===== config.mk =====
export PLATFORM = sky130hd
export DESIGN_NAME = instFetch
export DESIGN_NICKNAME = d
export VERILOG_FILES = /design/src/hdl/memPkg.sv /design/src/hdl/instFetch.sv
export SDC_FILE = /design/constraint.sdc
export NUM_CORES = 1
export LEC_CHECK = 0
export BUFFER_PORTS_ARGS = -buffer_cell sky130_fd_sc_hd__buf_2
export CAP_MARGIN = 20
export CORE_UTILIZATION = 35
export DETAILED_ROUTE_END_ITERATION = 8
export SYNTH_ARGS = -nofsm -noshare
export SYNTH_HDL_FRONTEND = slang
export SYNTH_SLANG_ARGS = --single-unit

===== constraint.sdc =====
create_clock -name clk -period 4.71 [get_ports clk]
set_clock_uncertainty 0.2 [all_clocks]
set_input_delay 0.7065 -clock clk [delete_from_list [all_inputs] [get_ports clk]]
set_output_delay 0.7065 -clock clk [all_outputs]
set_load 0.01 [all_outputs]

===== src/hdl/memPkg.sv =====
`default_nettype none

package memPkg;

    localparam int addrWidth   = 32;
    localparam int dataWidth   = 32;
    localparam int ramAddrBits = 12;
    localparam int ramBytes    = 1 << ramAddrBits;
    localparam int wordBytes   = dataWidth / 8;

    typedef logic [addrWidth-1:0] memAddr;
    typedef logic [dataWidth-1:0] memWord;
    typedef logic [7:0]           memByte;

    // byte index within a transfer, up to wordBytes
    typedef logic [2:0] stageCount;

    localparam stageCount lastFetchStage = stageCount'(wordBytes);

    // bytes moved is 1 << size
    typedef enum logic [1:0] {
        sizeByte = 2'd0,
        sizeHalf = 2'd1,
        sizeWord = 2'd2
    } accessSize;

    typedef enum logic [1:0] {
        ownerNone  = 2'd0,
        ownerData  = 2'd1,
        ownerFetch = 2'd2
    } portOwner;

    typedef struct packed {
        logic      isStore;
        logic      isSigned;
        accessSize size;
        memAddr    addr;
        memWord    wdata;
    } memOp;

    typedef struct packed {
        logic      valid;
        logic      isStore;
        accessSize size;
        memAddr    addr;
        memWord    wdata;
    } dataReq;

endpackage

`default_nettype wire


===== src/hdl/instFetch.sv =====
`timescale 1ns/1ps
`default_nettype none

module instFetch (
    input  wire                  clk,
    input  wire                  rst,
    input  wire                  fetchEnable,
    input  wire                  jumpValid,
    input  wire memPkg::memAddr  jumpTarget,
    output logic                 fetchReq,
    output memPkg::memAddr       fetchAddr,
    input  wire                  fetchDone,
    input  wire memPkg::memWord  fetchWord,
    output logic                 instValid,
    output memPkg::memWord       inst,
    output memPkg::memAddr       instPc
);

    memPkg::memAddr pc;
    memPkg::memAddr pendingPc;
    logic           jumpPending;

    assign fetchAddr = pc;

    always_ff @(posedge clk) begin
        if (rst) begin
            pc          <= '0;
            fetchReq    <= 1'b0;
            jumpPending <= 1'b0;
            instValid   <= 1'b0;
        end else begin
            instValid <= 1'b0;
            if (fetchReq) begin
                if (fetchDone) begin
                    fetchReq    <= 1'b0;
                    jumpPending <= 1'b0;
                    // word from the old path is dropped
                    if (jumpValid) begin
                        pc <= jumpTarget;
                    end else if (jumpPending) begin
                        pc <= pendingPc;
                    end else begin
                        instValid <= 1'b1;
                        pc        <= pc + memPkg::memAddr'(memPkg::wordBytes);
                    end
                end else if (jumpValid) begin
                    jumpPending <= 1'b1;
                end
            end else begin
                fetchReq <= fetchEnable;
                if (jumpValid) begin
                    pc <= jumpTarget;
                end
            end
        end
    end

    always_ff @(posedge clk) begin
        if (fetchDone) begin
            inst   <= fetchWord;
            instPc <= pc;
        end
        if (fetchReq && jumpValid) begin
            pendingPc <= jumpTarget;
        end
    end

endmodule

`default_nettype wire


==> impl_metrics.csv, run 1 <==
group,metric,value,unit
die,start_util,35.7,%
timing,setup_viol,0,
final_layout,diodes,0,
cts,path_clk_slew,0.06,ns
timing,hold_viol,0,
setup_path,critPathKind,"flip-flop to flip-flop",
timing,setup-tns-final,0,ns
routing,remaining_drc_errors,0,
cts,cts.sinks,131,
routing,via_count,4296,
setup_path,slowest_stage,"dfxtp_1",
cts,cts_buffer_depth,2,
setup_path,critPathMaxFanout,9,
setup_path,crit_path_start_kind,"flip-flop",
grt,grt_pass1_vias,4043,
logic_synthesis,syn_nets,506,
timing,fmax,394,MHz
logic_synthesis,yosys_warnings,0,
setup_path,worstPathArrival,2.64,ns
power_and_ir_drop,p_leak,0.00270,uW
logic_synthesis,ys_seq_elements,131,
grt,grt_pass1_wl,22200,um
setup_path,cpPeakStageDelay,0.55,ns
die,die_y,126,um
timing,slew_headroom,53.0,%
timing,fin_crit_sh,53.9,%
grt,grt_overflow_total,0,
logic_synthesis,seq_area_frac_synth,66.3,%
timing,grt_setup_unrepaired,"false",
cts,cts_resized,0,
routing,drt_iter0_markers,393,
setup_path,critPathRequiredTime,4.81,ns
grt,grt_max_degree,55,
cts,cts_hold_buf,0,
die,core_area,15100,sq um
logic_synthesis,synthFlopType,"edfxtp_1",
cts,h-tree-depth,4,
placed_design,io_buffer_count,166,
logic_synthesis,synthArstFlopShare,0,%
timing,period_minus_slack,2.54,ns
grt,grt_util_all_layers,18.6,%
logic_synthesis,yosysUniqueCellTypes,53,
die,die_w,126,um
routing,drt_first_pass_iters,5,
placed_design,gp_congestion,0.798,
timing,tightestPinTransition,0.704,ns
logic_synthesis,avgSynthCellArea,12.4,sq um
power_and_ir_drop,power.density,420,nW/um^2
power_and_ir_drop,ir_worst_vdd,0.000294,V
routing,wl,14700,um
final_layout,final_cell_mix,"buf_2 (165), edfxtp_1 (96), nand2_1 (41), o21ai_0 (35), dfxtp_1 (35)",
cts,post_cts_buffers,0,
timing,whs,0.264,ns
hold_path,hold_class,"input pin to flip-flop",
cts,clock_latency,0.42,ns
routing,wl_per_cell,18.3,um
final_layout,finalCoreUtilization,46.0,%
flow_run,cap_violations,0,
die,die_area,15900,sq um
logic_synthesis,syn_area,5400,sq um
cts,cts_buffers,17,
cts,tritoncts,"yes",
logic_synthesis,synth-edff-count,96,
status,status,"completed",
final_layout,area_growth,28.9,%
final_layout,instances_no_fill,803,
die,top_level_ports,167,
routing,antenna_left,0,
final_layout,finalNetCount,672,
setup_path,end_kind,"flip-flop",
cts,root_buffer,"clkbuf_16",
final_layout,final_common_cell,"buf_2",
placed_design,dpl.hpwl,10000,um
final_layout,post_route_cells_drive_above_1_share,35.8,%
logic_synthesis,synthCells,436,
setup_path,path_cells,"ha_1 > nand3_1 > or4_4 > nor4_1 > nand4_1 > nor3b_1",
routing,vias_per_cell,5.35,
timing,drv_slew,0,
grt,antenna_found_initial,0,
die,rows,45,
placed_design,dp.cells,771,
critical path: cells and delay by family, from the launching register on:
kind | cells | cell delay [ns]
fa+ha+maj | 1 | 0.41
simple gates | 5 | 1.27
flops | 1 | 0.55
final timing paths:
path | startpoint | to | slack, ns | cells past startpoint
setup / recovery | fetchAddr[3] | fetchAddr[26] | 2.17 | 6
hold reg to reg | fetchAddr[1] | instPc[1] | 0.27 | 0
setup reg to reg | fetchAddr[3] | fetchAddr[26] | 2.17 | 6
hold / removal | fetchWord[31] | inst[31] | 0.26 | 1
per-stage QoR:
stage / setup WS, ns / area, sq um / total power [uW]
floorplan: 2.00 / 5400 / 1530
global placement: 1.88 / 6390 / 1680
detailed placement: 1.86 / 6390 / 1680
CTS: 2.18 / 6960 / 2940
global route: 1.93 / 6960 / 3040
finish: 2.17 / 6960 / 2920
sequential cells by signal, summed over array words and instances (netlist names):
signal and flops:
instPc 32, pendingPc 32, fetchReq 1, inst 32, fetchAddr 32, jumpPending 1, instValid 1
kinds of logic after synthesis:
kind of cell / synth area share [%]
muxes: 1.53
adders and majority gates: 0.232
buffers and inverters: 2.64
DFF: 66.3
AOI/OAI and AO/OA: 14.9
and+or+nand+nor: 13.4
xor gates and xnor gates: 0.973
Yosys cell counts (3+ instances only):
cell type  number  area (sq um)
nand3_1        12          60.1
a221oi_1        8          70.1
o221ai_1        5          43.8
dfxtp_1        35           701
buf_6           3          33.8
nand4_1         8          50.1
nor2_1         20          75.1
nor4_1         10          62.6
mux2i_1         6          60.1
nand2b_1        3          18.8
nor3_1         17          85.1
o21a_1          5          37.5
a21oi_1        32           160
edfxtp_1       96          2880
inv_1           8          30.0
buf_1           4          15.0
o31a_2          3          30.0
nor3b_1         4          30.0
a211oi_1        6          45.0
or4_4           3          33.8
xnor2_1         4          35.0
o21bai_1        4          30.0
a31oi_1         4          25.0
and4_2          3          30.0
clkbuf_1       17          63.8
o21ai_0        35           175
and3_1          3          18.8
nand2_1        41           154
where the power goes:
group	total, uW	internal, uW	switching, uW	leakage (uW)
Sequential	1380	1320	54.9	0.00122
Clock	1260	771	491	0.000270
Combinational	282	113	169	0.00121
metal layers:
layer,wire length [um],global-route usage [%],vias to the layer above
li1,-,-,2029
met5,0,0,-
met2,6690,29.4,208
met1,6550,23.9,2030
met3,1100,4.59,29
met4,390,9.21,0
area by class of cell:
type                       count  area [sq um]
fill                        1403          8190
sequential                   131          3580
multi-input combinational    273          1680
timing repair buffer         171           871
clock buffer                  17           425
tap                          188           235
clock inverter                15           140
inverter                       8          30.0
Power figures use the tool's default switching activity.
==> run 2: changes to the inputs <==
- ABC_AREA: default -> 1
- clock period: 4.71 -> 2.27 ns (I/O delays scaled with it)
==> run 2 against run 1 <==
  * Power grew 120%
  * Cell area grew 14%
  * Highest routed layer unchanged
  * Synthesized cell count increased by 30%
  * Final cell count rose by 29%
  * Register-to-register slack got worse by 2.0 ns
  * Fmax up 24%
==> impl_metrics.csv, run 2 <==
group,metric,value,unit
status,status,"completed",
final_layout,fillerInstances,1416,
logic_synthesis,ys_seq_elements,131,
die,die_w,128,um
routing,remaining_drc_errors,0,
setup_path,critPathRequiredTime,2.42,ns
final_layout,post_route_cells_drive_above_1_share,27.6,%
die,die_area,16400,sq um
placed_design,gp_congestion,0.853,
setup_path,rrSetupSlack,0.22,ns
routing,drt_first_pass_iters,4,
final_layout,diodes,0,
setup_path,critPathTopFamily,"simple AND/OR/NAND/NOR gates",
setup_path,crit_start,"fetchAddr[2]",
die,top_level_ports,167,
grt,grt_max_degree,65,
grt,grt_pass1_vias,4707,
final_layout,multi_input_area,1760,sq um
routing,antenna_left,0,
setup_path,crit_path_start_kind,"flip-flop",
logic_synthesis,yosysMostFrequentCell,"nand2_1",
routing,wl,16300,um
logic_synthesis,seq_area_frac_synth,64.3,%
logic_synthesis,synth.area.top_cells,"edfxtp_1 (52%), dfxtp_1 (13%), nand2_1 (7.5%)",
setup_path,critPathKind,"flip-flop to flip-flop",
logic_synthesis,syn_nets,638,
power_and_ir_drop,ir_worst_vdd,0.000485,V
setup_path,worstRegToRegCells,8,
timing,tightestPinTransition,0.490,ns
cts,clock_latency,0.42,ns
logic_synthesis,yosysTopAreaCell,"edfxtp_1",
cts,post_cts_buffers,0,
timing,fin_crit_sh,90.2,%
logic_synthesis,synthFlopType,"edfxtp_1",
setup_path,path_cells,"ha_1 > nand3_2 > nor2_4 > nand3_1 > or2_0 > nand3_1 > nand2_1 > a21oi_1",
cts,tritoncts,"yes",
setup_path,cpPeakStageDelay,0.44,ns
grt,grt_overflow_total,0,
routing,wl_per_cell,15.7,um
placed_design,dpl.hpwl,11100,um
cts,root_buffer,"clkbuf_16",
routing,vias_per_cell,4.74,
final_layout,seq_area,3580,sq um
cts,cts_buffers,17,
logic_synthesis,yosys_warnings,0,
die,die_y,128,um
hold_path,hold_class,"input pin to flip-flop",
cts,path_clk_slew,0.06,ns
grt,grt_util_all_layers,20.2,%
cts,cts_resized,0,
grt,grt_pass1_wl,24800,um
placed_design,io_buffer_count,166,
timing,slew_headroom,67.4,%
setup_path,cpMostUsedCell,"nand3_1",
logic_synthesis,synth_top_cell_area_share,51.7,%
timing,fmax,488,MHz
timing,setup_viol,0,
timing,grt_setup_unrepaired,"false",
logic_synthesis,synthArstFlopShare,0,%
die,start_util,36.3,%
final_layout,final_common_cell,"buf_2",
grt,antenna_found_initial,0,
routing,via_count,4918,
final_layout,final_cell_mix,"buf_2 (166), nand2_1 (111), nor2_1 (98), edfxtp_1 (96), dlygate4sd3_1 (66)",
logic_synthesis,yosysUniqueCellTypes,30,
final_layout,finalNetCount,883,
setup_path,worstPathArrival,2.20,ns
routing,drt_iter0_markers,292,
power_and_ir_drop,p_leak,0.00326,uW
logic_synthesis,avgSynthCellArea,9.81,sq um
setup_path,rr_endpoint,"fetchAddr[16]",
setup_path,crit_path_end,"fetchAddr[16]",
logic_synthesis,syn_area,5570,sq um
setup_path,crit_cells,8,
setup_path,slowest_stage,"dfxtp_1",
setup_path,r2r-start,"fetchAddr[2]",
timing,setup-tns-final,0,ns
power_and_ir_drop,power.density,807,nW/um^2
logic_synthesis,synth.top_cells.by_count,"nand2_1 (111), nor2_1 (98), edfxtp_1 (96)",
cts,h-tree-depth,4,
logic_synthesis,synth-edff-count,96,
timing,hold_viol,0,
flow_run,cap_violations,0,
setup_path,end_kind,"flip-flop",
cts,cts_buffer_depth,2,
die,rows,45,
final_layout,finalCoreUtilization,51.6,%
logic_synthesis,synthCells,568,
timing,period_minus_slack,2.05,ns
final_layout,area_growth,42.3,%
setup_path,critPathMaxFanout,7,
die,core_area,15400,sq um
setup_path,crit_buf_inv,0,
timing,drv_slew,0,
final_layout,final_area,7930,sq um
cts,cts.sinks,131,
placed_design,placed_area,6680,sq um
## run 2: cell types whose count changed after synthesis, moves of 10 or more
cell	before	now
nand2_1	41	111
a21oi_1	32	66
nor2_1	20	98
nor4_1	10	0
o21ai_0	35	45
nand3_1	12	34
inv_1	8	29
nor3_1	17	1
## run 2: where the power goes
part | internal (uW) | leakage [uW] | switching, uW | total [uW]
clock network | 1720 | 0.000282 | 1050 | 2770
registers | 2760 | 0.00122 | 126 | 2890
logic | 330 | 0.00175 | 416 | 745
## run 2: cell type report
| class | instances | area share (%) |
|---|---|---|
| sequential | 131 | 45.2 |
| multi-input combinational | 385 | 22.2 |
| timing repair buffer | 248 | 20.5 |
| clock buffer | 18 | 5.41 |
| tap | 211 | 3.33 |
| clock inverter | 14 | 2.03 |
| inverter | 30 | 1.42 |
## run 2: timing repair
action / in CTS / in global routing
hold buffers: 66 / 0
setup endpoints to repair: 0 / 0
hold endpoints to repair: 68 / 0
## run 2: cells by family (layout without fill, tap and decap cells)
| family | Yosys count | count (layout) | share of synthesized area, % |
|---|---|---|---|
| DFF | 131 | 131 | 64.3 |
| AOI/OAI and AO/OA | 115 | 115 | 10.6 |
| adders and majority gates | 1 | 1 | 0.224 |
| buffers and inverters | 52 | 310 | 4.22 |
| and+or+nand+nor | 263 | 263 | 19.8 |
| xor gates and xnor gates | 6 | 6 | 0.943 |
## run 2: worst register-to-register path: cells and delay by family, from the launching register on
kind | cells | cell delay [ns]
compound gates | 1 | 0.12
fa+ha+maj | 1 | 0.28
simple gates | 6 | 0.94
flops | 1 | 0.44
## run 2: layer usage
metal  GRT usage [%]  vias to the layer above  wire [um]
met4            8.10                        0        195
met1            26.2                     2292       7550
met2            32.9                      176       7550
li1                -                     2435          -
met3            4.05                       15        983
met5               0                        -          0
## run 2: worst min path at each step
| stage | from | end | slack (ns) | cells past startpoint |
|---|---|---|---|---|
| 2_1_floorplan | rst | fetchAddr[0] | 0.21 | 1 |
| 3_3_place_gp | fetchAddr[1] | instPc[1] | 0.26 | 0 |
| 3_5_place_dp | fetchAddr[1] | instPc[1] | 0.26 | 0 |
| 4_1_cts | jumpValid | jumpPending | 0.02 | 3 |
| 5_1_grt | jumpValid | jumpPending | 0.04 | 3 |
| 6_report | jumpValid | jumpPending | 0.04 | 3 |
## run 2: per-stage QoR
stage	cells	power [uW]	hold WS, ns	setup WS (ns)
after detailed placement	939	3600	0.260	0.250
final	1037	6400	0.0364	0.222
after CTS	1037	6460	0.0172	0.212
after global routing	1037	6650	0.0435	0.0530
after global placement	939	3580	0.259	0.241
after floorplan	568	3240	0.213	0.185
