[src/hdl/memPkg.sv]
`default_nettype none

package memPkg;

    localparam int addrWidth   = 32;
    localparam int dataWidth   = 32;
    localparam int ramAddrBits = 12;
    localparam int ramBytes    = 1 << ramAddrBits;
    localparam int wordBytes   = dataWidth / 8;

    typedef logic [addrWidth-1:0] memAddr;
    typedef logic [dataWidth-1:0] memWord;
    typedef logic [7:0]           memByte;

    // byte index within a transfer, up to wordBytes
    typedef logic [2:0] stageCount;

    localparam stageCount lastFetchStage = stageCount'(wordBytes);

    // bytes moved is 1 << size
    typedef enum logic [1:0] {
        sizeByte = 2'd0,
        sizeHalf = 2'd1,
        sizeWord = 2'd2
    } accessSize;

    typedef enum logic [1:0] {
        ownerNone  = 2'd0,
        ownerData  = 2'd1,
        ownerFetch = 2'd2
    } portOwner;

    typedef struct packed {
        logic      isStore;
        logic      isSigned;
        accessSize size;
        memAddr    addr;
        memWord    wdata;
    } memOp;

    typedef struct packed {
        logic      valid;
        logic      isStore;
        accessSize size;
        memAddr    addr;
        memWord    wdata;
    } dataReq;

endpackage

`default_nettype wire

[src/hdl/loadStoreUnit.sv]
`timescale 1ns/1ps
`default_nettype none

module loadStoreUnit (
    input  wire                  clk,
    input  wire                  rst,
    input  wire                  lsuStart,
    input  wire memPkg::memOp    lsuOp,
    output logic                 busy,
    output memPkg::dataReq       dataReq,
    input  wire                  dataDone,
    input  wire memPkg::memWord  dataWord,
    output logic                 resultValid,
    output memPkg::memWord       result
);

    memPkg::memOp   op;
    memPkg::memWord extended;

    // request is held for the whole time the unit is busy
    always_comb begin
        dataReq.valid   = busy;
        dataReq.isStore = op.isStore;
        dataReq.size    = op.size;
        dataReq.addr    = op.addr;
        dataReq.wdata   = op.wdata;
    end

    always_comb begin
        case (op.size)
            memPkg::sizeByte: begin
                extended = {{24{op.isSigned & dataWord[7]}}, dataWord[7:0]};
            end
            memPkg::sizeHalf: begin
                extended = {{16{op.isSigned & dataWord[15]}}, dataWord[15:0]};
            end
            default: begin
                extended = dataWord;
            end
        endcase
        // stores report zero
        if (op.isStore) begin
            extended = '0;
        end
    end

    always_ff @(posedge clk) begin
        if (rst) begin
            busy        <= 1'b0;
            resultValid <= 1'b0;
        end else begin
            resultValid <= busy && dataDone;
            if (!busy && lsuStart) begin
                busy <= 1'b1;
            end else if (dataDone) begin
                busy <= 1'b0;
            end
        end
    end

    always_ff @(posedge clk) begin
        if (!busy && lsuStart) begin
            op <= lsuOp;
        end
        if (dataDone) begin
            result <= extended;
        end
    end

endmodule

`default_nettype wire

[config.mk]
export PLATFORM = sky130hd
export DESIGN_NAME = loadStoreUnit
export DESIGN_NICKNAME = d
export VERILOG_FILES = /design/src/hdl/memPkg.sv /design/src/hdl/loadStoreUnit.sv
export SDC_FILE = /design/constraint.sdc
export NUM_CORES = 1
export LEC_CHECK = 0
export ABC_AREA = 1
export BUFFER_PORTS_ARGS = -buffer_cell sky130_fd_sc_hd__buf_4
export CAP_MARGIN = 10
export CORE_MARGIN = 5
export CORE_UTILIZATION = 40
export CTS_CLUSTER_SIZE = 10
export DETAILED_ROUTE_END_ITERATION = 10
export PLACE_DENSITY_LB_ADDON = 0.25
export SETUP_SLACK_MARGIN = 0.02
export SLEW_MARGIN = 20
export SYNTH_ARGS = -nofsm -noshare
export SYNTH_HDL_FRONTEND = slang
export SYNTH_SLANG_ARGS = --single-unit
[constraint.sdc]
create_clock -name clk -period 6.4 [get_ports clk]
set_clock_uncertainty 0.15 [all_clocks]
set_input_delay 1.28 -clock clk [delete_from_list [all_inputs] [get_ports clk]]
set_output_delay 1.28 -clock clk [all_outputs]
set_load 0.005 [all_outputs]
==> impl_metrics.json, run 1 <==
{
  "start_kind": "register",
  "hp-class": "register to register",
  "syn_area_um2": 4120,
  "critPathMaxFanout": 19,
  "overflow": 0,
  "routed-via-count": 2462,
  "slowest_delay_ns": 0.80,
  "clkLatencyLatePin_ns": 0.36,
  "row_count": 37,
  "cts_max_level": 3,
  "path_buf_inv": 1,
  "die-height_um": 111,
  "dieArea_um2": 12400,
  "synth_edf_count": 100,
  "crit_chain": "buf_4",
  "p_int_mw": 1.06,
  "fin_ws_ns": 3.59,
  "grt_use_met1_pct": 15.4,
  "required_ns": 4.97,
  "ys_top_cells_by_area": "edfxtp_1, buf_4, nand2_1, inv_1, nand3_1",
  "synthMostInstantiatedCell": "edfxtp_1",
  "power_frac_clock_pct": 30.0,
  "ios": 206,
  "hpwl_um": 6580,
  "worstSetupPathType": "register to output port",
  "area_delta_synth_final_pct": 32.7,
  "path_clk_slew_ns": 0.11,
  "cts_resized": 0,
  "finalSetupViolCount": 0,
  "final_cells": 573,
  "cp_data_arrival_time_ns": 1.38,
  "slew-limit-headroom_pct": 53.0,
  "status": "finished, final reports clean",
  "tritoncts": "done",
  "clockBufferDepth": 2,
  "core_um2": 10200,
  "p_comb_share_pct": 11.4,
  "grtUsageTotal_pct": 13.8,
  "grt_pass1_wl_um": 13300,
  "ys.flop_type": "edfxtp_1",
  "use_met3_pct": 8.10,
  "p_sw_share_pct": 22.1,
  "synth_seq_area_share_pct": 73.9,
  "antenna_cells": 0,
  "p_sw_uw": 301,
  "clock.fmax_ghz": 0.356,
  "ys_top_cells_by_count": "edfxtp_1, buf_4, nand2_1, inv_1, nand3_1",
  "nNetsFinal": 536,
  "start_util_pct": 40.4,
  "syn_area_per_cell_um2": 14.1,
  "syn-num-nets": 395,
  "vdd_drop_max_mv": 0.108,
  "pre_cts_slack_ns": 3.43,
  "first_iter_violations": 113,
  "hold_buffers": 0,
  "gp_congestion": 0.828,
  "final.min_clock_period_ns": 2.81,
  "cp_slowest_cell": "edfxtp_1",
  "grt_pass1_vias": 2508,
  "end_kind": "output port",
  "placement.io_buffers": 205,
  "drive_gt1_share_pct": 52.4,
  "first_pass_iters": 4,
  "cpLargestDelayFamily": "flip-flops",
  "syn_inst": 291,
  "postLayoutCellArea_um2": 5460,
  "antenna_left": 0,
  "yosysWarnings": 0,
  "grt_antenna_before_repair": 0,
  "ys_ff_latch": 102,
  "period_share_pct": 43.9,
  "placed_area_um2": 5270,
  "grtUsageMet2_pct": 23.2,
  "seqPwrFrac_pct": 58.6,
  "drv_cap": 0,
  "placed_cells": 557,
  "wl_per_cell_um": 15.3,
  "powerDensity_nw_per_um2": 249,
  "drt_wl_total_um": 8760,
  "clock_sinks": 102,
  "fin_setup_tns_ns": 0,
  "yosysTopAreaCell": "edfxtp_1",
  "die_w_um": 111,
  "cts_made_buffers": 9,
  "finalMaxSlewViolations": 0,
  "netlist.area_leader.share_pct": 73.0,
  "top_usage_layer": "met2",
  "root_buffer": "clkbuf_8",
  "synth_cell_types": 17,
  "postCtsSetupBuffers": 0,
  "finalHoldViolations": 0,
  "worst_slew_pin_slew_ns": 0.705,
  "p_leak_nw": 2.54,
  "ys_async_sr_fraction_pct": 0,
  "rsz0062_at_grt": "no",
  "vias_per_cell": 4.30,
  "power.total_mw": 1.36,
  "drc": 0,
  "grt_max_degree": 59
}
==> per-layer routing <==
metal  routed length [um]  up-vias
met1                 3280     1133
met3                 1180        7
met5                    0        -
li1                     -     1179
met2                 4240      143
met4                   59        0
==> power groups by stage <==
stage | clock (mW) | combinational, mW | sequential, mW
2_1_floorplan | 0 | 0.0736 | 0.811
3_3_place_gp | 0 | 0.157 | 0.813
3_5_place_dp | 0 | 0.159 | 0.814
4_1_cts | 0.423 | 0.160 | 0.799
5_1_grt | 0.458 | 0.171 | 0.803
6_report | 0.409 | 0.156 | 0.798
==> through the flow <==
step	hold slack, ns	utilization, %
5_1_grt	0.422	53.6
4_1_cts	0.391	53.6
2_1_floorplan	0.328	-
6_report	0.387	53.6
3_3_place_gp	0.360	51.7
3_5_place_dp	0.376	51.7
==> cell families (layout without fill, tap and decap cells) <==
group / count (synthesis) / in the layout / synth area share (%)
buf+inv: 106 / 252 / 16.7
flops: 102 / 102 / 73.9
compound gates: 8 / 8 / 0.973
simple gates: 75 / 75 / 8.39
==> sequential cells by signal (all words and copies together), names as in the netlist <==
register and cells:
busy 1, dataReq 67, op 1, result 32, resultValid 1
==> cells in the final DEF (no fill, tap or decap), drive strengths merged <==
cell | Yosys | layout
a21oi | 8 | 8
bufinv | 0 | 1
nor3b | 1 | 1
nand3 | 16 | 16
edfxtp | 100 | 100
nor2 | 13 | 13
clkbuf | 1 | 11
buf | 75 | 206
inv | 30 | 33
clkinvlp | 0 | 1
dfxtp | 2 | 2
nand2 | 45 | 45
==> layout make-up <==
type	count	area (um^2)
Tap cell	136	170
Timing Repair Buffer	206	1550
Sequential cell	102	3040
Fill cell	897	4720
Inverter	30	113
Clock inverter	5	63.8
Clock buffer	11	131
Multi-Input combinational cell	83	393
==> final timing paths <==
path | to | slack [ns] | depth (start not counted) | from
worst max-delay path | dataReq[65] | 3.59 | 1 | dataReq[65]
worst min-delay path | resultValid | 0.39 | 2 | busy
worst max register to register | dataReq[44] | 4.50 | 2 | busy
worst min register to register | resultValid | 0.39 | 2 | busy
Note: power is estimated with default switching activity, not from simulation.
==> inputs of run 2 (changes only) <==
==> constraint.sdc (replaced) <==
create_clock -name clk -period 2.6 [get_ports clk]
set_clock_uncertainty 0.15 [all_clocks]
set_input_delay 0.52 -clock clk [delete_from_list [all_inputs] [get_ports clk]]
set_output_delay 0.52 -clock clk [all_outputs]
set_load 0.005 [all_outputs]
==> impl_metrics.json, run 2 (same netlist as run 1, synthesis figures left out) <==
{
  "status": "finished, final reports clean",
  "rsz0062_at_grt": "no",
  "cts_max_level": 3,
  "vias_per_cell": 4.24,
  "slew-limit-headroom_pct": 57.6,
  "clockBufferDepth": 2,
  "finalHoldViolations": 0,
  "seqPwrFrac_pct": 59.5,
  "final_cells": 573,
  "end_kind": "output port",
  "power_frac_clock_pct": 28.8,
  "cpLargestDelayFamily": "flip-flops",
  "grt_pass1_vias": 2441,
  "r2r.worst_path.cells": 5,
  "cp_data_arrival_time_ns": 1.34,
  "root_buffer": "clkbuf_8",
  "grtUsageTotal_pct": 13.4,
  "dieArea_um2": 12400,
  "gp_congestion": 0.839,
  "path_buf_inv": 1,
  "start_kind": "register",
  "grt_max_degree": 46,
  "min_from": "rst",
  "layout_commonest_cell": "buf_4",
  "hpwl_um": 6680,
  "p_sw_share_pct": 21.2,
  "required_ns": 1.93,
  "pre_cts_slack_ns": 0.819,
  "start_util_pct": 40.4,
  "worstHoldPathCells": 2,
  "final_cell_mix": "buf_4, edfxtp_1, nand2_1",
  "r2r_setup_slack_ns": 0.82,
  "path_clk_slew_ns": 0.10,
  "core_um2": 10200,
  "p_int_mw": 2.60,
  "crit_chain": "buf_4",
  "postCtsSetupBuffers": 0,
  "antenna_cells": 0,
  "worstSetupPathType": "register to output port",
  "seqCellArea_um2": 3040,
  "powerDensity_nw_per_um2": 605,
  "clock_sinks": 102,
  "hold-worst-slack_ns": 0.186,
  "p_sw_uw": 701,
  "tritoncts": "done",
  "cts_made_buffers": 9,
  "hp-class": "input pin to register",
  "fin_setup_tns_ns": 0,
  "p_leak_nw": 2.54,
  "placed_cells": 558,
  "timing.rr.end": "result[30]",
  "first_iter_violations": 98,
  "clkLatencyLatePin_ns": 0.35,
  "vdd_drop_max_mv": 0.224,
  "drive_gt1_share_pct": 52.6,
  "r2r_start": "dataReq[65]",
  "multiInputGateArea_um2": 393,
  "nNetsFinal": 537,
  "fin_ws_ns": 0.590,
  "final.fill_count": 876,
  "wl_per_cell_um": 15.1,
  "first_pass_iters": 6,
  "die_w_um": 111,
  "row_count": 37,
  "drv_cap": 0,
  "fin_util_pct": 53.6,
  "die-height_um": 111,
  "critPathMaxFanout": 19,
  "cp_slowest_cell": "edfxtp_1",
  "period_share_pct": 77.3,
  "finalSetupViolCount": 0,
  "clock.fmax_ghz": 0.498,
  "drc": 0,
  "ios": 206,
  "area_delta_synth_final_pct": 32.7,
  "overflow": 0,
  "drt_wl_total_um": 8680,
  "holdPathEnd": "busy",
  "largest_reg_flops": 67,
  "antenna_left": 0,
  "placement.io_buffers": 205,
  "worst_slew_pin_slew_ns": 0.636,
  "grt_antenna_before_repair": 0,
  "final.min_clock_period_ns": 2.01,
  "finalMaxSlewViolations": 0,
  "slowest_delay_ns": 0.77,
  "p_comb_share_pct": 11.7,
  "hold_buffers": 0,
  "cts_resized": 0,
  "routed-via-count": 2429,
  "grt_pass1_wl_um": 13100
}
-- run 2: power by group through the flow --
stage | registers, mW | clock network (mW) | logic, mW
floorplan | 1.99 | 0 | 0.182
CTS | 1.97 | 0.988 | 0.393
global placement | 2.00 | 0 | 0.389
finish | 1.97 | 0.951 | 0.385
detailed placement | 2.00 | 0 | 0.393
global route | 1.98 | 1.07 | 0.420
-- run 2: layout make-up --
cell class,instances,share of cell area (%)
Clock buffer,10,2.34
Inverter,30,2.06
Multi-Input combinational cell,83,7.20
Sequential cell,102,55.7
Timing Repair Buffer,207,28.5
Tap cell,136,3.12
Clock inverter,5,1.10
-- run 2: stage by stage --
stage          power [mW]  cell area, um^2
6_report             3.30             5460
5_1_grt              3.46             5460
4_1_cts              3.35             5460
3_5_place_dp         2.40             5270
3_3_place_gp         2.39             5270
2_1_floorplan        2.17             4120
-- run 2: per-layer routing --
| layer | up-vias | global-route usage [%] | wire length [um] |
|---|---|---|---|
| met5 | - | 0 | 0 |
| met4 | 0 | 4.14 | 100 |
| met3 | 11 | 6.74 | 1150 |
| met2 | 143 | 21.9 | 4100 |
| met1 | 1095 | 15.6 | 3320 |
| li1 | 1180 | - | - |
-- run 2: worst max-delay path by stage --
stage | cells after the start | endpoint | start | slack (ns)
after floorplan | 2 | dataReq[0] | lsuStart | 0.47
after global placement | 4 | dataReq[27] | lsuStart | 0.87
after detailed placement | 3 | result[29] | dataReq[66] | 0.82
after global routing | 1 | dataReq[65] | dataReq[65] | 0.50
final | 1 | dataReq[65] | dataReq[65] | 0.59
after CTS | 1 | dataReq[66] | dataReq[66] | 0.55
==> inputs of run 3 (changes only) <==
--- a/config.mk
+++ b/config.mk
@@ -5,7 +5,7 @@
 export SDC_FILE = /design/constraint.sdc
 export NUM_CORES = 1
 export LEC_CHECK = 0
-export ABC_AREA = 1
+export ABC_AREA = 0
 export BUFFER_PORTS_ARGS = -buffer_cell sky130_fd_sc_hd__buf_4
 export CAP_MARGIN = 10
 export CORE_MARGIN = 5
==> constraint.sdc (replaced) <==
create_clock -name clk -period 1.7 [get_ports clk]
set_clock_uncertainty 0.15 [all_clocks]
set_input_delay 0.34 -clock clk [delete_from_list [all_inputs] [get_ports clk]]
set_output_delay 0.34 -clock clk [all_outputs]
set_load 0.005 [all_outputs]
==> impl_metrics.json, run 3 <==
{
  "synth_seq_area_share_pct": 75.6,
  "ys_top_cells_by_count": "edfxtp_1, buf_4, o2bb2ai_2, a21oi_1, o21ai_0",
  "required_ns": 1.21,
  "syn-num-nets": 332,
  "synth_edf_count": 100,
  "slew-limit-headroom_pct": 71.5,
  "hpwl_um": 6530,
  "status": "finished, final reports clean",
  "p_leak_nw": 2.53,
  "yosysTopAreaCell": "edfxtp_1",
  "cts_resized": 0,
  "final_cells": 581,
  "final.min_clock_period_ns": 1.61,
  "finalMaxSlewViolations": 0,
  "critPathMaxFanout": 9,
  "vias_per_cell": 4.35,
  "fin_util_pct": 62.4,
  "clock.fmax_ghz": 0.622,
  "die-height_um": 110,
  "period_share_pct": 94.5,
  "path_clk_slew_ns": 0.10,
  "area_delta_synth_final_pct": 51.7,
  "vdd_drop_max_mv": 0.500,
  "yosysWarnings": 0,
  "finalSetupViolCount": 0,
  "syn_area_per_cell_um2": 17.6,
  "core_um2": 9770,
  "pre_cts_slack_ns": 0.232,
  "synth_cell_types": 19,
  "timing.rr.end": "result[22]",
  "nNetsFinal": 548,
  "drv_cap": 0,
  "ys_ff_latch": 102,
  "fin_setup_tns_ns": 0,
  "rsz0062_at_grt": "no",
  "ys_async_sr_fraction_pct": 0,
  "fin_ws_ns": 0.0928,
  "syn_area_um2": 4020,
  "routed-via-count": 2530,
  "hold-worst-slack_ns": 0.0371,
  "netlist.area_leader.share_pct": 74.6,
  "start_kind": "register",
  "worstSetupPathType": "register to output port",
  "grt_max_degree": 44,
  "worstHoldPathCells": 1,
  "synthMostInstantiatedCell": "edfxtp_1",
  "antenna_left": 0,
  "cp_slowest_cell": "edfxtp_1",
  "drive_gt1_share_pct": 54.2,
  "ys.flop_type": "edfxtp_1",
  "grtUsageTotal_pct": 14.4,
  "placed_cells": 498,
  "drt_wl_total_um": 9330,
  "grt_pass1_wl_um": 12800,
  "crit_top_cell": "buf_4",
  "drc": 0,
  "dieArea_um2": 12200,
  "start_util_pct": 41.2,
  "r2r_setup_slack_ns": 0.22,
  "clkLatencyLatePin_ns": 0.35,
  "powerDensity_nw_per_um2": 840,
  "grt_pass1_vias": 2536,
  "placement.io_buffers": 205,
  "end_kind": "output port",
  "overflow": 0,
  "worst_slew_pin_slew_ns": 0.427,
  "die_w_um": 110,
  "largest_reg_flops": 67,
  "antenna_cells": 0,
  "tritoncts": "done",
  "cts_max_level": 3,
  "slowest_delay_ns": 0.45,
  "root_buffer": "clkbuf_8",
  "ios": 206,
  "postLayoutCellArea_um2": 6100,
  "power.total_mw": 5.13,
  "cpLargestDelayFamily": "flip-flops",
  "final_cell_mix": "buf_4, edfxtp_1, dlygate4sd3_1",
  "cp_data_arrival_time_ns": 1.12,
  "crit_chain": "buf_4, buf_4",
  "cts_made_buffers": 9,
  "path_buf_inv": 2,
  "layout_commonest_cell": "buf_4",
  "gp_congestion": 0.718,
  "grt_antenna_before_repair": 0,
  "first_iter_violations": 80,
  "syn_inst": 228,
  "placed_area_um2": 5250,
  "first_pass_iters": 4,
  "wl_per_cell_um": 16.1,
  "hp-class": "input pin to register",
  "finalHoldViolations": 0,
  "min_from": "lsuOp[50]",
  "r2r_start": "dataReq[65]",
  "r2r.worst_path.cells": 3,
  "row_count": 36,
  "ys_top_cells_by_area": "edfxtp_1, buf_4, o2bb2ai_2, o2bb2ai_1, nor2b_1",
  "holdPathEnd": "dataReq[50]",
  "clockBufferDepth": 2,
  "clock_sinks": 102
}
[run 3: cell types whose count changed after synthesis, moves of 2 or more]
cell       before  now
o2bb2ai_1       0    6
o21ai_0         0    8
buf_2           3    5
nand3_2         4    0
o2bb2ai_2       0   10
nor2b_1         0    7
buf_6           4    1
nand2_1        43    1
nand3_1        12    0
inv_1          30    0
nor2_1         11    1
and2b_1         0    4
[run 3: worst max path at each step]
| stage | startpoint | cells after the start | endpoint |
|---|---|---|---|
| after detailed placement | lsuStart | 3 | dataReq[60] |
| after global placement | lsuStart | 3 | dataReq[60] |
| final | dataReq[64] | 2 | dataReq[64] |
| after floorplan | lsuStart | 1 | dataReq[0] |
| after CTS | dataReq[64] | 2 | dataReq[64] |
| after global routing | dataReq[66] | 2 | dataReq[66] |
[run 3: cell type report]
cell class	count	area, um^2
Clock buffer	9	124
Multi-Input combinational cell	49	415
Tap cell	133	166
Timing Repair Buffer	282	2300
Fill cell	715	3670
Clock inverter	6	53.8
Sequential cell	102	3040
[run 3: worst reg2reg max path: stages (launching register included)]
cell and delay [ns]:
edfxtp_1 0.40, or3b_1 0.38, buf_4 0.22, o2bb2ai_1 0.19
[run 3: timing repair]
item                                   CTS  global route
setup buffers                            0             0
endpoints found under the hold margin   51            17
hold buffers                            51            17
[run 3: cells by family after synthesis]
| family | count (synthesis) | share of synthesized area, % |
|---|---|---|
| multiplexers | 1 | 0.342 |
| AND/OR/NAND/NOR | 15 | 2.52 |
| flip-flops | 102 | 75.6 |
| buffers and inverters | 77 | 14.2 |
| AO/OA/AOI/OAI | 33 | 7.28 |
[run 3: routing by layer]
metal,vias up,GRT usage (%),share of wire (%)
li1,1199,-,-
met1,1184,15.2,35
met2,138,25.0,51
met3,9,6.87,14
met4,0,5.01,0.88
met5,-,0,0
[run 3: where the power goes]
| part | total, mW | leakage (nW) | switching [mW] | internal [mW] |
|---|---|---|---|---|
| clock network | 1.39 | 0.0882 | 0.839 | 0.551 |
| registers | 2.99 | 0.997 | 0.0486 | 2.94 |
| logic | 0.747 | 1.45 | 0.270 | 0.476 |
| total | 5.13 | 2.53 | 1.16 | 3.97 |
