`src/hdl/memPkg.sv`:
```
`default_nettype none

package memPkg;

    localparam int addrWidth   = 32;
    localparam int dataWidth   = 32;
    localparam int ramAddrBits = 12;
    localparam int ramBytes    = 1 << ramAddrBits;
    localparam int wordBytes   = dataWidth / 8;

    typedef logic [addrWidth-1:0] memAddr;
    typedef logic [dataWidth-1:0] memWord;
    typedef logic [7:0]           memByte;

    // byte index within a transfer, up to wordBytes
    typedef logic [2:0] stageCount;

    localparam stageCount lastFetchStage = stageCount'(wordBytes);

    // bytes moved is 1 << size
    typedef enum logic [1:0] {
        sizeByte = 2'd0,
        sizeHalf = 2'd1,
        sizeWord = 2'd2
    } accessSize;

    typedef enum logic [1:0] {
        ownerNone  = 2'd0,
        ownerData  = 2'd1,
        ownerFetch = 2'd2
    } portOwner;

    typedef struct packed {
        logic      isStore;
        logic      isSigned;
        accessSize size;
        memAddr    addr;
        memWord    wdata;
    } memOp;

    typedef struct packed {
        logic      valid;
        logic      isStore;
        accessSize size;
        memAddr    addr;
        memWord    wdata;
    } dataReq;

endpackage

`default_nettype wire

```
`src/hdl/memCtrl.sv`:
```
`timescale 1ns/1ps
`default_nettype none

module memCtrl (
    input  wire                                clk,
    input  wire                                rst,
    input  wire                                rdy,
    input  wire                                ioFull,
    input  wire                                fetchReq,
    input  wire memPkg::memAddr                fetchAddr,
    output logic                               fetchDone,
    output memPkg::memWord                     fetchWord,
    input  wire memPkg::dataReq                dataReq,
    output logic                               dataDone,
    output memPkg::memWord                     dataWord,
    output memPkg::portOwner                   owner,
    output logic [memPkg::ramAddrBits-1:0]     ramAddr,
    output logic                               ramWe,
    output memPkg::memByte                     ramWdata,
    input  wire memPkg::memByte                ramRdata
);

    memPkg::portOwner  ownerQ;
    memPkg::portOwner  active;
    memPkg::stageCount stage;
    memPkg::stageCount byteCount;
    memPkg::memAddr    baseAddr;
    memPkg::memAddr    byteAddr;
    memPkg::memWord    wordQ;
    memPkg::memWord    assembled;
    logic [1:0]        bytePrev;
    logic              hold;
    logic              fetchEnd;
    logic              dataEnd;

    assign hold  = !rdy || ioFull;
    assign owner = ownerQ;

    // new transfer picked only while idle, data first
    always_comb begin
        if (ownerQ != memPkg::ownerNone) begin
            active = ownerQ;
        end else if (dataReq.valid) begin
            active = memPkg::ownerData;
        end else if (fetchReq) begin
            active = memPkg::ownerFetch;
        end else begin
            active = memPkg::ownerNone;
        end
    end

    always_comb begin
        case (dataReq.size)
            memPkg::sizeByte: byteCount = 3'd1;
            memPkg::sizeHalf: byteCount = 3'd2;
            default:          byteCount = 3'd4;
        endcase
    end

    assign fetchEnd = (active == memPkg::ownerFetch) && (stage == memPkg::lastFetchStage);

    // stores end on their last byte, loads one cycle later when it comes back
    assign dataEnd = (active == memPkg::ownerData) &&
                     (stage == (dataReq.isStore ? byteCount - 3'd1 : byteCount));

    assign fetchDone = fetchEnd && !hold;
    assign dataDone  = dataEnd && !hold;

    assign baseAddr = (active == memPkg::ownerFetch) ? fetchAddr : dataReq.addr;
    // a held transfer reads its previous byte again so ramRdata stays valid
    assign byteAddr = baseAddr + memPkg::memAddr'(stage)
                      - memPkg::memAddr'(hold && (stage != 3'd0));
    assign ramAddr  = byteAddr[memPkg::ramAddrBits-1:0];
    assign ramWe    = !hold && (active == memPkg::ownerData) && dataReq.isStore;
    assign ramWdata = dataReq.wdata[{stage[1:0], 3'b000} +: 8];

    // wraps to 3 at stage 4
    assign bytePrev = stage[1:0] - 2'd1;

    // the byte addressed last cycle is on ramRdata now
    always_comb begin
        assembled = wordQ;
        if (stage != 3'd0) begin
            assembled[{bytePrev, 3'b000} +: 8] = ramRdata;
        end
    end

    assign fetchWord = assembled;
    assign dataWord  = assembled;

    always_ff @(posedge clk) begin
        if (rst) begin
            ownerQ <= memPkg::ownerNone;
            stage  <= '0;
        end else if (!hold) begin
            if (fetchEnd || dataEnd) begin
                ownerQ <= memPkg::ownerNone;
                stage  <= '0;
            end else if (active != memPkg::ownerNone) begin
                ownerQ <= active;
                stage  <= stage + 3'd1;
            end
        end
    end

    // cleared at stage 0, so bytes above the access size read as zero
    always_ff @(posedge clk) begin
        if (!hold) begin
            if (stage == 3'd0) begin
                wordQ <= '0;
            end else begin
                wordQ <= assembled;
            end
        end
    end

endmodule

`default_nettype wire

```
`config.mk`:
```
export PLATFORM = sky130hd
export DESIGN_NAME = memCtrl
export DESIGN_NICKNAME = d
export VERILOG_FILES = /design/src/hdl/memPkg.sv /design/src/hdl/memCtrl.sv
export SDC_FILE = /design/constraint.sdc
export NUM_CORES = 1
export LEC_CHECK = 0
export BUFFER_PORTS_ARGS = -buffer_cell sky130_fd_sc_hd__buf_2
export CELL_PAD_IN_SITES_DETAIL_PLACEMENT = 0
export CELL_PAD_IN_SITES_GLOBAL_PLACEMENT = 1
export CORE_MARGIN = 1
export CORE_UTILIZATION = 31
export DETAILED_ROUTE_END_ITERATION = 16
export HOLD_SLACK_MARGIN = 0.08
export PLACE_DENSITY = 0.77
export SLEW_MARGIN = 20
export SYNTH_ARGS = -nofsm -noshare
export SYNTH_HDL_FRONTEND = slang
export SYNTH_SLANG_ARGS = --single-unit
```
`constraint.sdc`:
```
create_clock -name clk -period 4.8 [get_ports clk]
set_clock_uncertainty 0.1 [all_clocks]
set_input_delay 0.48 -clock clk [delete_from_list [all_inputs] [get_ports clk]]
set_output_delay 0.48 -clock clk [all_outputs]
set_load 0.005 [all_outputs]
```
==> flow_metrics.py, run 1 <==
metrics = {
    "critical_path": {
        "worst_path_largest_cell_delay_ns": 0.42,
        "worstSetupStartpointType": "flop",
        "crit_type": "reg2out",
        "required_ns": 4.22,
        "end_kind": "output pin",
        "path_common_cell": "ha_1",
        "cp.arrival_ns": 3.38,
        "path_max_fanout": 11,
        "crit_chain": "inv_1 > ha_1 > nor2b_2 > nor2_1 > ha_1 > inv_1 > ha_1 > fa_1 > a211oi_1 > nor2_1 > o21ai_1 > nor2b_1 > xnor2_1 > buf_2",
        "cp_slowest_cell": "fa_1",
    },
    "cells_and_area": {
        "layout-drive-gt1-share": 0.347,
        "final_cells": 705,
        "final_common_cell": "buf_2",
        "design_area_mm2": 0.00443,
        "layout_common_cells": "buf_2 (161), nand2_1 (85), a21oi_1 (38)",
        "insertedDiodeCount": 0,
        "nets": 700,
        "syn2layout_area_growth_pct": 23.2,
        "fill_cells": 1140,
    },
    "cts": {
        "cts_buffer_depth": 2,
        "htree_levels": 2,
        "path_clk_slew_ns": 0.06,
        "holdBufCountCts": 0,
        "clock_latency_ns": 0.28,
        "post_cts_buffers": 0,
        "cts_sinks": 37,
        "tritoncts": "built",
        "post_cts_resized": 0,
        "numCtsBuffers": 5,
        "cts_root_buf": "clkbuf_16",
    },
    "grt": {
        "grt_pass1_wl_um": 15200,
        "grt_pass1_vias": 3149,
        "antenna_found_initial": 0,
        "grt_max_degree": 34,
        "grt_usage": 0.163,
        "globalRoute.totalOverflow": 0,
    },
    "synthesis": {
        "ys_ff_latch": 37,
        "synth_ff_type": "edfxtp_1",
        "synth-simple-area-share": 0.244,
        "synth_seq_area_share": 0.295,
        "synthXorXnorAreaFrac": 0.0317,
        "async_flop_share": 0,
        "synth_top_family_by_area": "simple AND/OR/NAND/NOR gates",
        "synth-edff-count": 32,
        "synth_mux_area_frac": 0.0818,
        "netlist_area_mm2": 0.00359,
        "synth_fa_ha_area_frac": 0.0822,
        "synth_nets": 578,
        "synth_compound_area_frac": 0.146,
        "ys_types": 45,
        "synth.avg_cell_area_um2": 8.13,
        "yosys_warnings": 0,
        "syn-instance-count": 442,
    },
    "placed_design": {
        "io_buffers": 161,
        "place_congestion": 0.858,
        "placed_cell_area_mm2": 0.00429,
        "hpwlAfterDp_um": 7390,
        "dp_cells": 697,
    },
    "sta": {
        "timing.fmax_ghz": 0.253,
        "slew_headroom": 0.312,
        "slew_violations": 0,
        "finalHoldViolations": 0,
        "setup_viol": 0,
        "worst_slew_pin_slew_ns": 1.03,
        "setup_tns_ns": 0,
        "hold_ws_ns": 0.334,
        "post-route-period-util": 0.825,
        "rsz0062_at_grt": "false",
        "final.min_clock_period_ns": 3.96,
    },
    "drt": {
        "via_count": 3518,
        "via_per_inst": 4.99,
        "drc_errors": 0,
        "ant_nets": 0,
        "firstDrtPassIters": 4,
        "drt_iter0_drc": 247,
        "wl_per_cell_um": 13.9,
        "routed_wirelength_um": 9780,
    },
    "die": {
        "start_util": 0.324,
        "fp-row-count": 38,
        "ios": 202,
        "die_w_um": 110,
        "core_mm2": 0.0111,
        "die_y_um": 110,
        "dieArea_mm2": 0.0120,
    },
    "power": {
        "ir_drop_uv": 137,
        "total_leakage_power_nw": 2.06,
        "pwr_density_cell_mw_per_mm2": 237,
    },
    "status": {
        "status": "finished, final reports clean",
    },
    "run": {
        "cap_violations": 0,
    },
    "worst_hold_path": {
        "holdCritPathClass": "in2reg",
    },
}
==> state kept, by name (all words and copies together) (netlist names) <==
name / count
owner: 2
stage: 3
wordQ: 32
==> area by class of cell <==
| class | instances | area [um^2] | area share |
|---|---|---|---|
| sequential | 37 | 1060 | 0.240 |
| multi-input combinational | 327 | 2110 | 0.476 |
| inverter | 27 | 101 | 0.0229 |
| timing repair buffer | 166 | 843 | 0.191 |
| clock buffer | 5 | 125 | 0.0283 |
| tap | 140 | 175 | 0.0396 |
| clock inverter | 3 | 12.5 | 0.00283 |
==> cells in the mapped netlist (2+ instances only) <==
| master | count | share of area |
|---|---|---|
| a211oi_1 | 3 | 0.0063 |
| a21o_1 | 6 | 0.013 |
| a21oi_1 | 38 | 0.053 |
| a31oi_1 | 3 | 0.0052 |
| buf_2 | 3 | 0.0042 |
| buf_4 | 33 | 0.069 |
| clkbuf_1 | 14 | 0.015 |
| dfxtp_1 | 5 | 0.028 |
| edfxtp_1 | 32 | 0.27 |
| ha_1 | 22 | 0.077 |
| inv_1 | 25 | 0.026 |
| inv_2 | 2 | 0.0021 |
| mux2_2 | 3 | 0.0094 |
| mux2i_1 | 8 | 0.022 |
| mux4_2 | 8 | 0.050 |
| nand2_1 | 85 | 0.089 |
| nand2b_1 | 26 | 0.045 |
| nand3_1 | 26 | 0.036 |
| nand4_1 | 5 | 0.0087 |
| nor2_1 | 13 | 0.014 |
| nor2b_1 | 4 | 0.0070 |
| nor3_1 | 3 | 0.0042 |
| nor4bb_1 | 2 | 0.0056 |
| o21ai_0 | 13 | 0.018 |
| o21ai_1 | 27 | 0.038 |
| or2_2 | 3 | 0.0052 |
| xnor2_1 | 9 | 0.022 |
| xor2_1 | 4 | 0.0097 |
==> routing by layer <==
layer	up-vias	GRT usage	routed length, um
met1	1583	0.207	4230
li1	1750	-	-
met2	169	0.279	4610
met3	16	0.0314	780
met5	-	0	0
met4	0	0.0533	163
==> path summary, 6_finish.rpt <==
path / startpoint / to / slack [ns] / cells past startpoint
worst min-delay path: rst / stage[1] / 0.33 / 2
worst max-delay path: stage[1] / ramAddr[6] / 0.84 / 14
worst max register to register: stage[1] / wordQ[31] / 2.47 / 6
worst min register to register: stage[0] / stage[0] / 0.48 / 3
==> through the flow <==
stage | power [mW] | setup WS (ns) | util
finish | 1.05 | 0.841 | 0.399
global route | 1.11 | 0.563 | 0.399
CTS | 1.06 | 0.803 | 0.399
detailed placement | 0.741 | 1.01 | 0.387
global placement | 0.733 | 1.02 | 0.387
floorplan | 0.612 | 0.919 | -
==> logic make-up after synthesis <==
| logic type | after synthesis |
|---|---|
| AO/OA/AOI/OAI | 95 |
| XOR/XNOR | 13 |
| adder cells (fa/ha/maj) | 23 |
| buffers and inverters | 78 |
| flip-flops | 37 |
| multiplexers | 19 |
| AND/OR/NAND/NOR | 177 |
==> critical path, delay by kind of cell, from the launching register on <==
kind / cells / cell delay (ns)
XOR/XNOR: 1 / 0.15
buffers and inverters: 3 / 0.31
AND/OR/NAND/NOR: 4 / 0.60
adder cells (fa/ha/maj): 4 / 1.29
AO/OA/AOI/OAI: 2 / 0.44
flip-flops: 1 / 0.31
==> power by group <==
part / internal [mW] / switching [mW]
registers: 0.365 / 0.00726
clock network: 0.188 / 0.129
logic: 0.167 / 0.193
(Power assumes the default switching activity.)
==> run 2: changes to the inputs <==
==> constraint.sdc (replaced) <==
create_clock -name clk -period 4.1 [get_ports clk]
set_clock_uncertainty 0.1 [all_clocks]
set_input_delay 0.41 -clock clk [delete_from_list [all_inputs] [get_ports clk]]
set_output_delay 0.41 -clock clk [all_outputs]
set_load 0.005 [all_outputs]
==> run 2 against run 1 <==
Critical path depth shrank 1. Via count shrank 1.5%. Worst setup slack got worse by 0.43 ns. Register-to-register slack lost 0.56 ns. Wire length shrank 2.2%. Critical path type unchanged.
==> flow_metrics.py, run 2 (synthesized netlist as in run 1, its figures left out) <==
metrics = {
    "critical_path": {
        "required_ns": 3.59,
        "cp.arrival_ns": 3.18,
        "end_kind": "output pin",
        "crit_type": "reg2out",
        "worst_path_largest_cell_delay_ns": 0.43,
        "path_max_fanout": 13,
        "crit_family": "adder cells",
        "cp_slowest_cell": "fa_1",
        "worstSetupStartpointType": "flop",
        "crit_chain": "o21bai_1 > buf_4 > mux2i_1 > ha_1 > inv_1 > ha_1 > fa_1 > a211oi_1 > nor2_1 > o21ai_1 > nor2b_1 > xnor2_1 > buf_2",
        "cp.buffers_inverters": 3,
        "path_common_cell": "ha_1",
    },
    "grt": {
        "antenna_found_initial": 0,
        "grt_pass1_wl_um": 14800,
        "grt_usage": 0.158,
        "globalRoute.totalOverflow": 0,
        "grt_max_degree": 34,
        "grt_pass1_vias": 3123,
    },
    "cts": {
        "post_cts_resized": 0,
        "path_clk_slew_ns": 0.06,
        "cts_sinks": 37,
        "numCtsBuffers": 5,
        "cts_root_buf": "clkbuf_16",
        "clock_latency_ns": 0.28,
        "holdBufCountCts": 0,
        "htree_levels": 2,
        "post_cts_buffers": 0,
        "tritoncts": "built",
        "cts_buffer_depth": 2,
    },
    "sta": {
        "post-route-period-util": 0.899,
        "finalHoldViolations": 0,
        "slew_headroom": 0.351,
        "worst_slew_pin_slew_ns": 0.968,
        "rsz0062_at_grt": "false",
        "setup_viol": 0,
        "worst_slack_ns": 0.415,
        "slew_violations": 0,
        "final.min_clock_period_ns": 3.69,
        "timing.fmax_ghz": 0.271,
        "hold_ws_ns": 0.275,
        "setup_tns_ns": 0,
    },
    "placed_design": {
        "hpwlAfterDp_um": 7280,
        "place_congestion": 0.855,
        "dp_slack_ns": 0.444,
        "placed_cell_area_mm2": 0.00430,
        "dp_cells": 698,
        "io_buffers": 161,
    },
    "cells_and_area": {
        "largest_register": "wordQ",
        "design_area_mm2": 0.00443,
        "layout_common_cells": "buf_2 (161), nand2_1 (85), a21oi_1 (38)",
        "syn2layout_area_growth_pct": 23.4,
        "final_util": 0.400,
        "largest_reg_flops": 32,
        "insertedDiodeCount": 0,
        "final_cells": 706,
        "final_common_cell": "buf_2",
        "fill_cells": 1137,
        "nets": 701,
        "layout-drive-gt1-share": 0.350,
    },
    "die": {
        "die_y_um": 110,
        "die_w_um": 110,
        "ios": 202,
        "start_util": 0.324,
        "fp-row-count": 38,
        "dieArea_mm2": 0.0120,
        "core_mm2": 0.0111,
    },
    "drt": {
        "wl_per_cell_um": 13.5,
        "drc_errors": 0,
        "via_per_inst": 4.91,
        "drt_iter0_drc": 243,
        "routed_wirelength_um": 9560,
        "via_count": 3465,
        "firstDrtPassIters": 5,
        "ant_nets": 0,
    },
    "run": {
        "cap_violations": 0,
    },
    "power": {
        "ir_drop_uv": 165,
        "pwr_density_cell_mw_per_mm2": 276,
        "total_leakage_power_nw": 2.06,
        "p_total_mw": 1.22,
    },
    "status": {
        "status": "finished, final reports clean",
    },
    "worst_hold_path": {
        "holdCritPathClass": "in2reg",
    },
}
-- run 2: changes by cell type in the layout (fill, tap and decap cells not counted), sizes merged --
| cell | previous run | this run |
|---|---|---|
| clkinv | 3 | 2 |
| clkbuf | 5 | 6 |
| buf | 166 | 167 |
-- run 2: path summary, 6_finish.rpt --
check	start	to	slack [ns]	cells past startpoint
worst min register to register	owner[0]	owner[0]	0.48	2
worst min-delay path	rst	stage[2]	0.27	2
worst max register to register	stage[0]	wordQ[11]	1.91	5
worst max-delay path	owner[1]	ramAddr[6]	0.41	13
-- run 2: routing by layer --
| layer | up-vias | GRT usage | share of wire |
|---|---|---|---|
| met5 | - | 0 | 0 |
| met4 | 0 | 0.0362 | 0.0063 |
| met3 | 5 | 0.0279 | 0.068 |
| met2 | 144 | 0.278 | 0.48 |
| met1 | 1561 | 0.201 | 0.44 |
| li1 | 1755 | - | - |
-- run 2: cell type report --
type	instances	area, um^2	area share
Timing Repair Buffer	167	851	0.192
Inverter	27	101	0.0229
Sequential cell	37	1060	0.239
Multi-Input combinational cell	327	2110	0.475
Clock buffer	6	129	0.0291
Tap cell	140	175	0.0395
Clock inverter	2	10.0	0.00226
-- run 2: report_power, final --
part / switching (mW) / internal (mW)
clock network: 0.146 / 0.223
logic: 0.224 / 0.196
registers: 0.00857 / 0.427
==> run 3: changes to the inputs <==
--- a/config.mk
+++ b/config.mk
@@ -9,10 +9,11 @@
 export CELL_PAD_IN_SITES_DETAIL_PLACEMENT = 0
 export CELL_PAD_IN_SITES_GLOBAL_PLACEMENT = 1
 export CORE_MARGIN = 1
-export CORE_UTILIZATION = 31
+export CORE_UTILIZATION = 32
+export CTS_BUF_LIST = sky130_fd_sc_hd__clkbuf_4
 export DETAILED_ROUTE_END_ITERATION = 16
 export HOLD_SLACK_MARGIN = 0.08
-export PLACE_DENSITY = 0.77
+export PLACE_DENSITY = 0.79
 export SLEW_MARGIN = 20
 export SYNTH_ARGS = -nofsm -noshare
 export SYNTH_HDL_FRONTEND = slang
==> run 3 against run 2 <==
Clock power decreased by 43%. Worst setup slack lost 0.11 ns. Non-clock buffer count shrank 1.
==> flow_metrics.py, run 3 (synthesized netlist as in run 1, its figures left out) <==
metrics = {
    "critical_path": {
        "reg2reg_depth": 5,
        "r2r-end": "wordQ[17]",
        "path_max_fanout": 11,
        "r2r_slack_ns": 1.87,
        "end_kind": "output pin",
        "cp.arrival_ns": 3.29,
        "required_ns": 3.59,
        "crit_type": "reg2out",
        "worstSetupStartpointType": "flop",
        "r2r-start": "stage[0]",
    },
    "cts": {
        "cts_root_buf": "clkbuf_4",
        "clock_latency_ns": 0.35,
        "numCtsBuffers": 5,
        "cts_sinks": 37,
        "cts_buffer_depth": 2,
        "post_cts_buffers": 0,
        "path_clk_slew_ns": 0.11,
        "tritoncts": "built",
        "htree_levels": 2,
    },
    "cells_and_area": {
        "final_util": 0.400,
        "insertedDiodeCount": 0,
        "final_common_cell": "buf_2",
        "layout-drive-gt1-share": 0.354,
        "largest_reg_flops": 32,
        "design_area_mm2": 0.00435,
        "largest_register": "wordQ",
        "nets": 700,
        "syn2layout_area_growth_pct": 21.1,
        "layout_common_cells": "buf_2 (161), nand2_1 (85), a21oi_1 (38)",
        "final_cells": 705,
    },
    "die": {
        "core_mm2": 0.0109,
        "ios": 202,
        "fp-row-count": 38,
        "dieArea_mm2": 0.0117,
        "die_y_um": 108,
        "start_util": 0.330,
        "die_w_um": 108,
    },
    "grt": {
        "grt_pass1_wl_um": 14900,
        "grt_max_degree": 34,
        "grt_usage": 0.163,
        "antenna_found_initial": 0,
        "globalRoute.totalOverflow": 0,
        "grt_pass1_vias": 3028,
    },
    "sta": {
        "hold_ws_ns": 0.182,
        "setup_viol": 0,
        "timing.fmax_ghz": 0.263,
        "worst_slack_ns": 0.305,
        "slew_headroom": 0.295,
        "slew_violations": 0,
        "post-route-period-util": 0.926,
        "setup_tns_ns": 0,
        "finalHoldViolations": 0,
        "worst_slew_pin_slew_ns": 1.05,
        "rsz0062_at_grt": "false",
        "final.min_clock_period_ns": 3.80,
    },
    "power": {
        "p_total_mw": 1.07,
        "pwr_density_cell_mw_per_mm2": 245,
        "ir_drop_uv": 131,
        "swShare": 0.341,
        "seqPwrFrac": 0.408,
        "p_switching_mw": 0.364,
        "clkPwrFrac": 0.197,
        "p_comb_frac": 0.396,
        "total_leakage_power_nw": 2.03,
        "p_int_mw": 0.703,
    },
    "placed_design": {
        "place_congestion": 0.771,
        "dp_cells": 697,
        "placed_cell_area_mm2": 0.00429,
        "dp_slack_ns": 0.319,
        "io_buffers": 161,
        "hpwlAfterDp_um": 7310,
    },
    "run": {
        "cap_violations": 0,
    },
    "drt": {
        "wl_per_cell_um": 13.6,
        "via_count": 3434,
        "via_per_inst": 4.87,
        "drc_errors": 0,
        "routed_wirelength_um": 9610,
        "ant_nets": 0,
        "drt_iter0_drc": 181,
        "firstDrtPassIters": 4,
    },
    "worst_hold_path": {
        "min_from": "rst",
        "hold_end": "stage[1]",
        "whs_path_depth": 2,
        "holdCritPathClass": "in2reg",
    },
    "status": {
        "status": "finished, final reports clean",
    },
}
## run 3: cell types whose count changed in the layout (fill, tap and decap cells not counted), sizes merged
| cell | delta |
|---|---|
| buf | -1 |
| clkinv | -1 |
| clkbuf | +1 |
## run 3: layout make-up
class,instances,area [um^2]
inverter,27,101
sequential,37,1060
multi-input combinational,327,2110
clock buffer,7,52.6
fill,1113,6540
tap,140,175
timing repair buffer,166,843
clock inverter,1,5.00
## run 3: worst max-delay path: stages, from the launching register on
cell,delay (ns)
dfxtp_1,0.33
inv_1,0.14
ha_2,0.31
nor2b_2,0.19
nor2_1,0.08
ha_1,0.27
inv_1,0.03
ha_1,0.20
fa_1,0.43
a211oi_1,0.22
nor2_1,0.09
o21ai_1,0.19
nor2b_1,0.19
xnor2_1,0.14
buf_2,0.14
## run 3: per-layer routing
metal  up-vias  share of wire  track usage
li1       1756              -            -
met1      1526           0.45        0.218
met2       143           0.47        0.268
met3         9          0.070       0.0325
met4         0          0.013       0.0450
met5         -              0            0
## run 3: repair_timing
| action | CTS | global route |
|---|---|---|
| hold buffers | 0 | 0 |
| gates resized for setup | 0 | 2 |
| endpoints found under the setup margin | 0 | 3 |
## run 3: how the worst max path moves through the flow
stage	end	slack, ns	from
after CTS	ramAddr[6]	0.13	stage[1]
after global routing	ramAddr[8]	0.03	stage[1]
after detailed placement	ramAddr[6]	0.32	fetchReq
final	ramAddr[6]	0.30	stage[1]
after global placement	ramAddr[6]	0.35	fetchReq
after floorplan	ramAddr[6]	0.29	stage[1]
## run 3: power groups by stage
stage | Sequential (mW) | Combinational [mW] | Clock, mW
global route | 0.437 | 0.474 | 0.227
CTS | 0.435 | 0.426 | 0.214
finish | 0.435 | 0.422 | 0.210
global placement | 0.442 | 0.416 | 0
detailed placement | 0.443 | 0.422 | 0
floorplan | 0.442 | 0.274 | 0
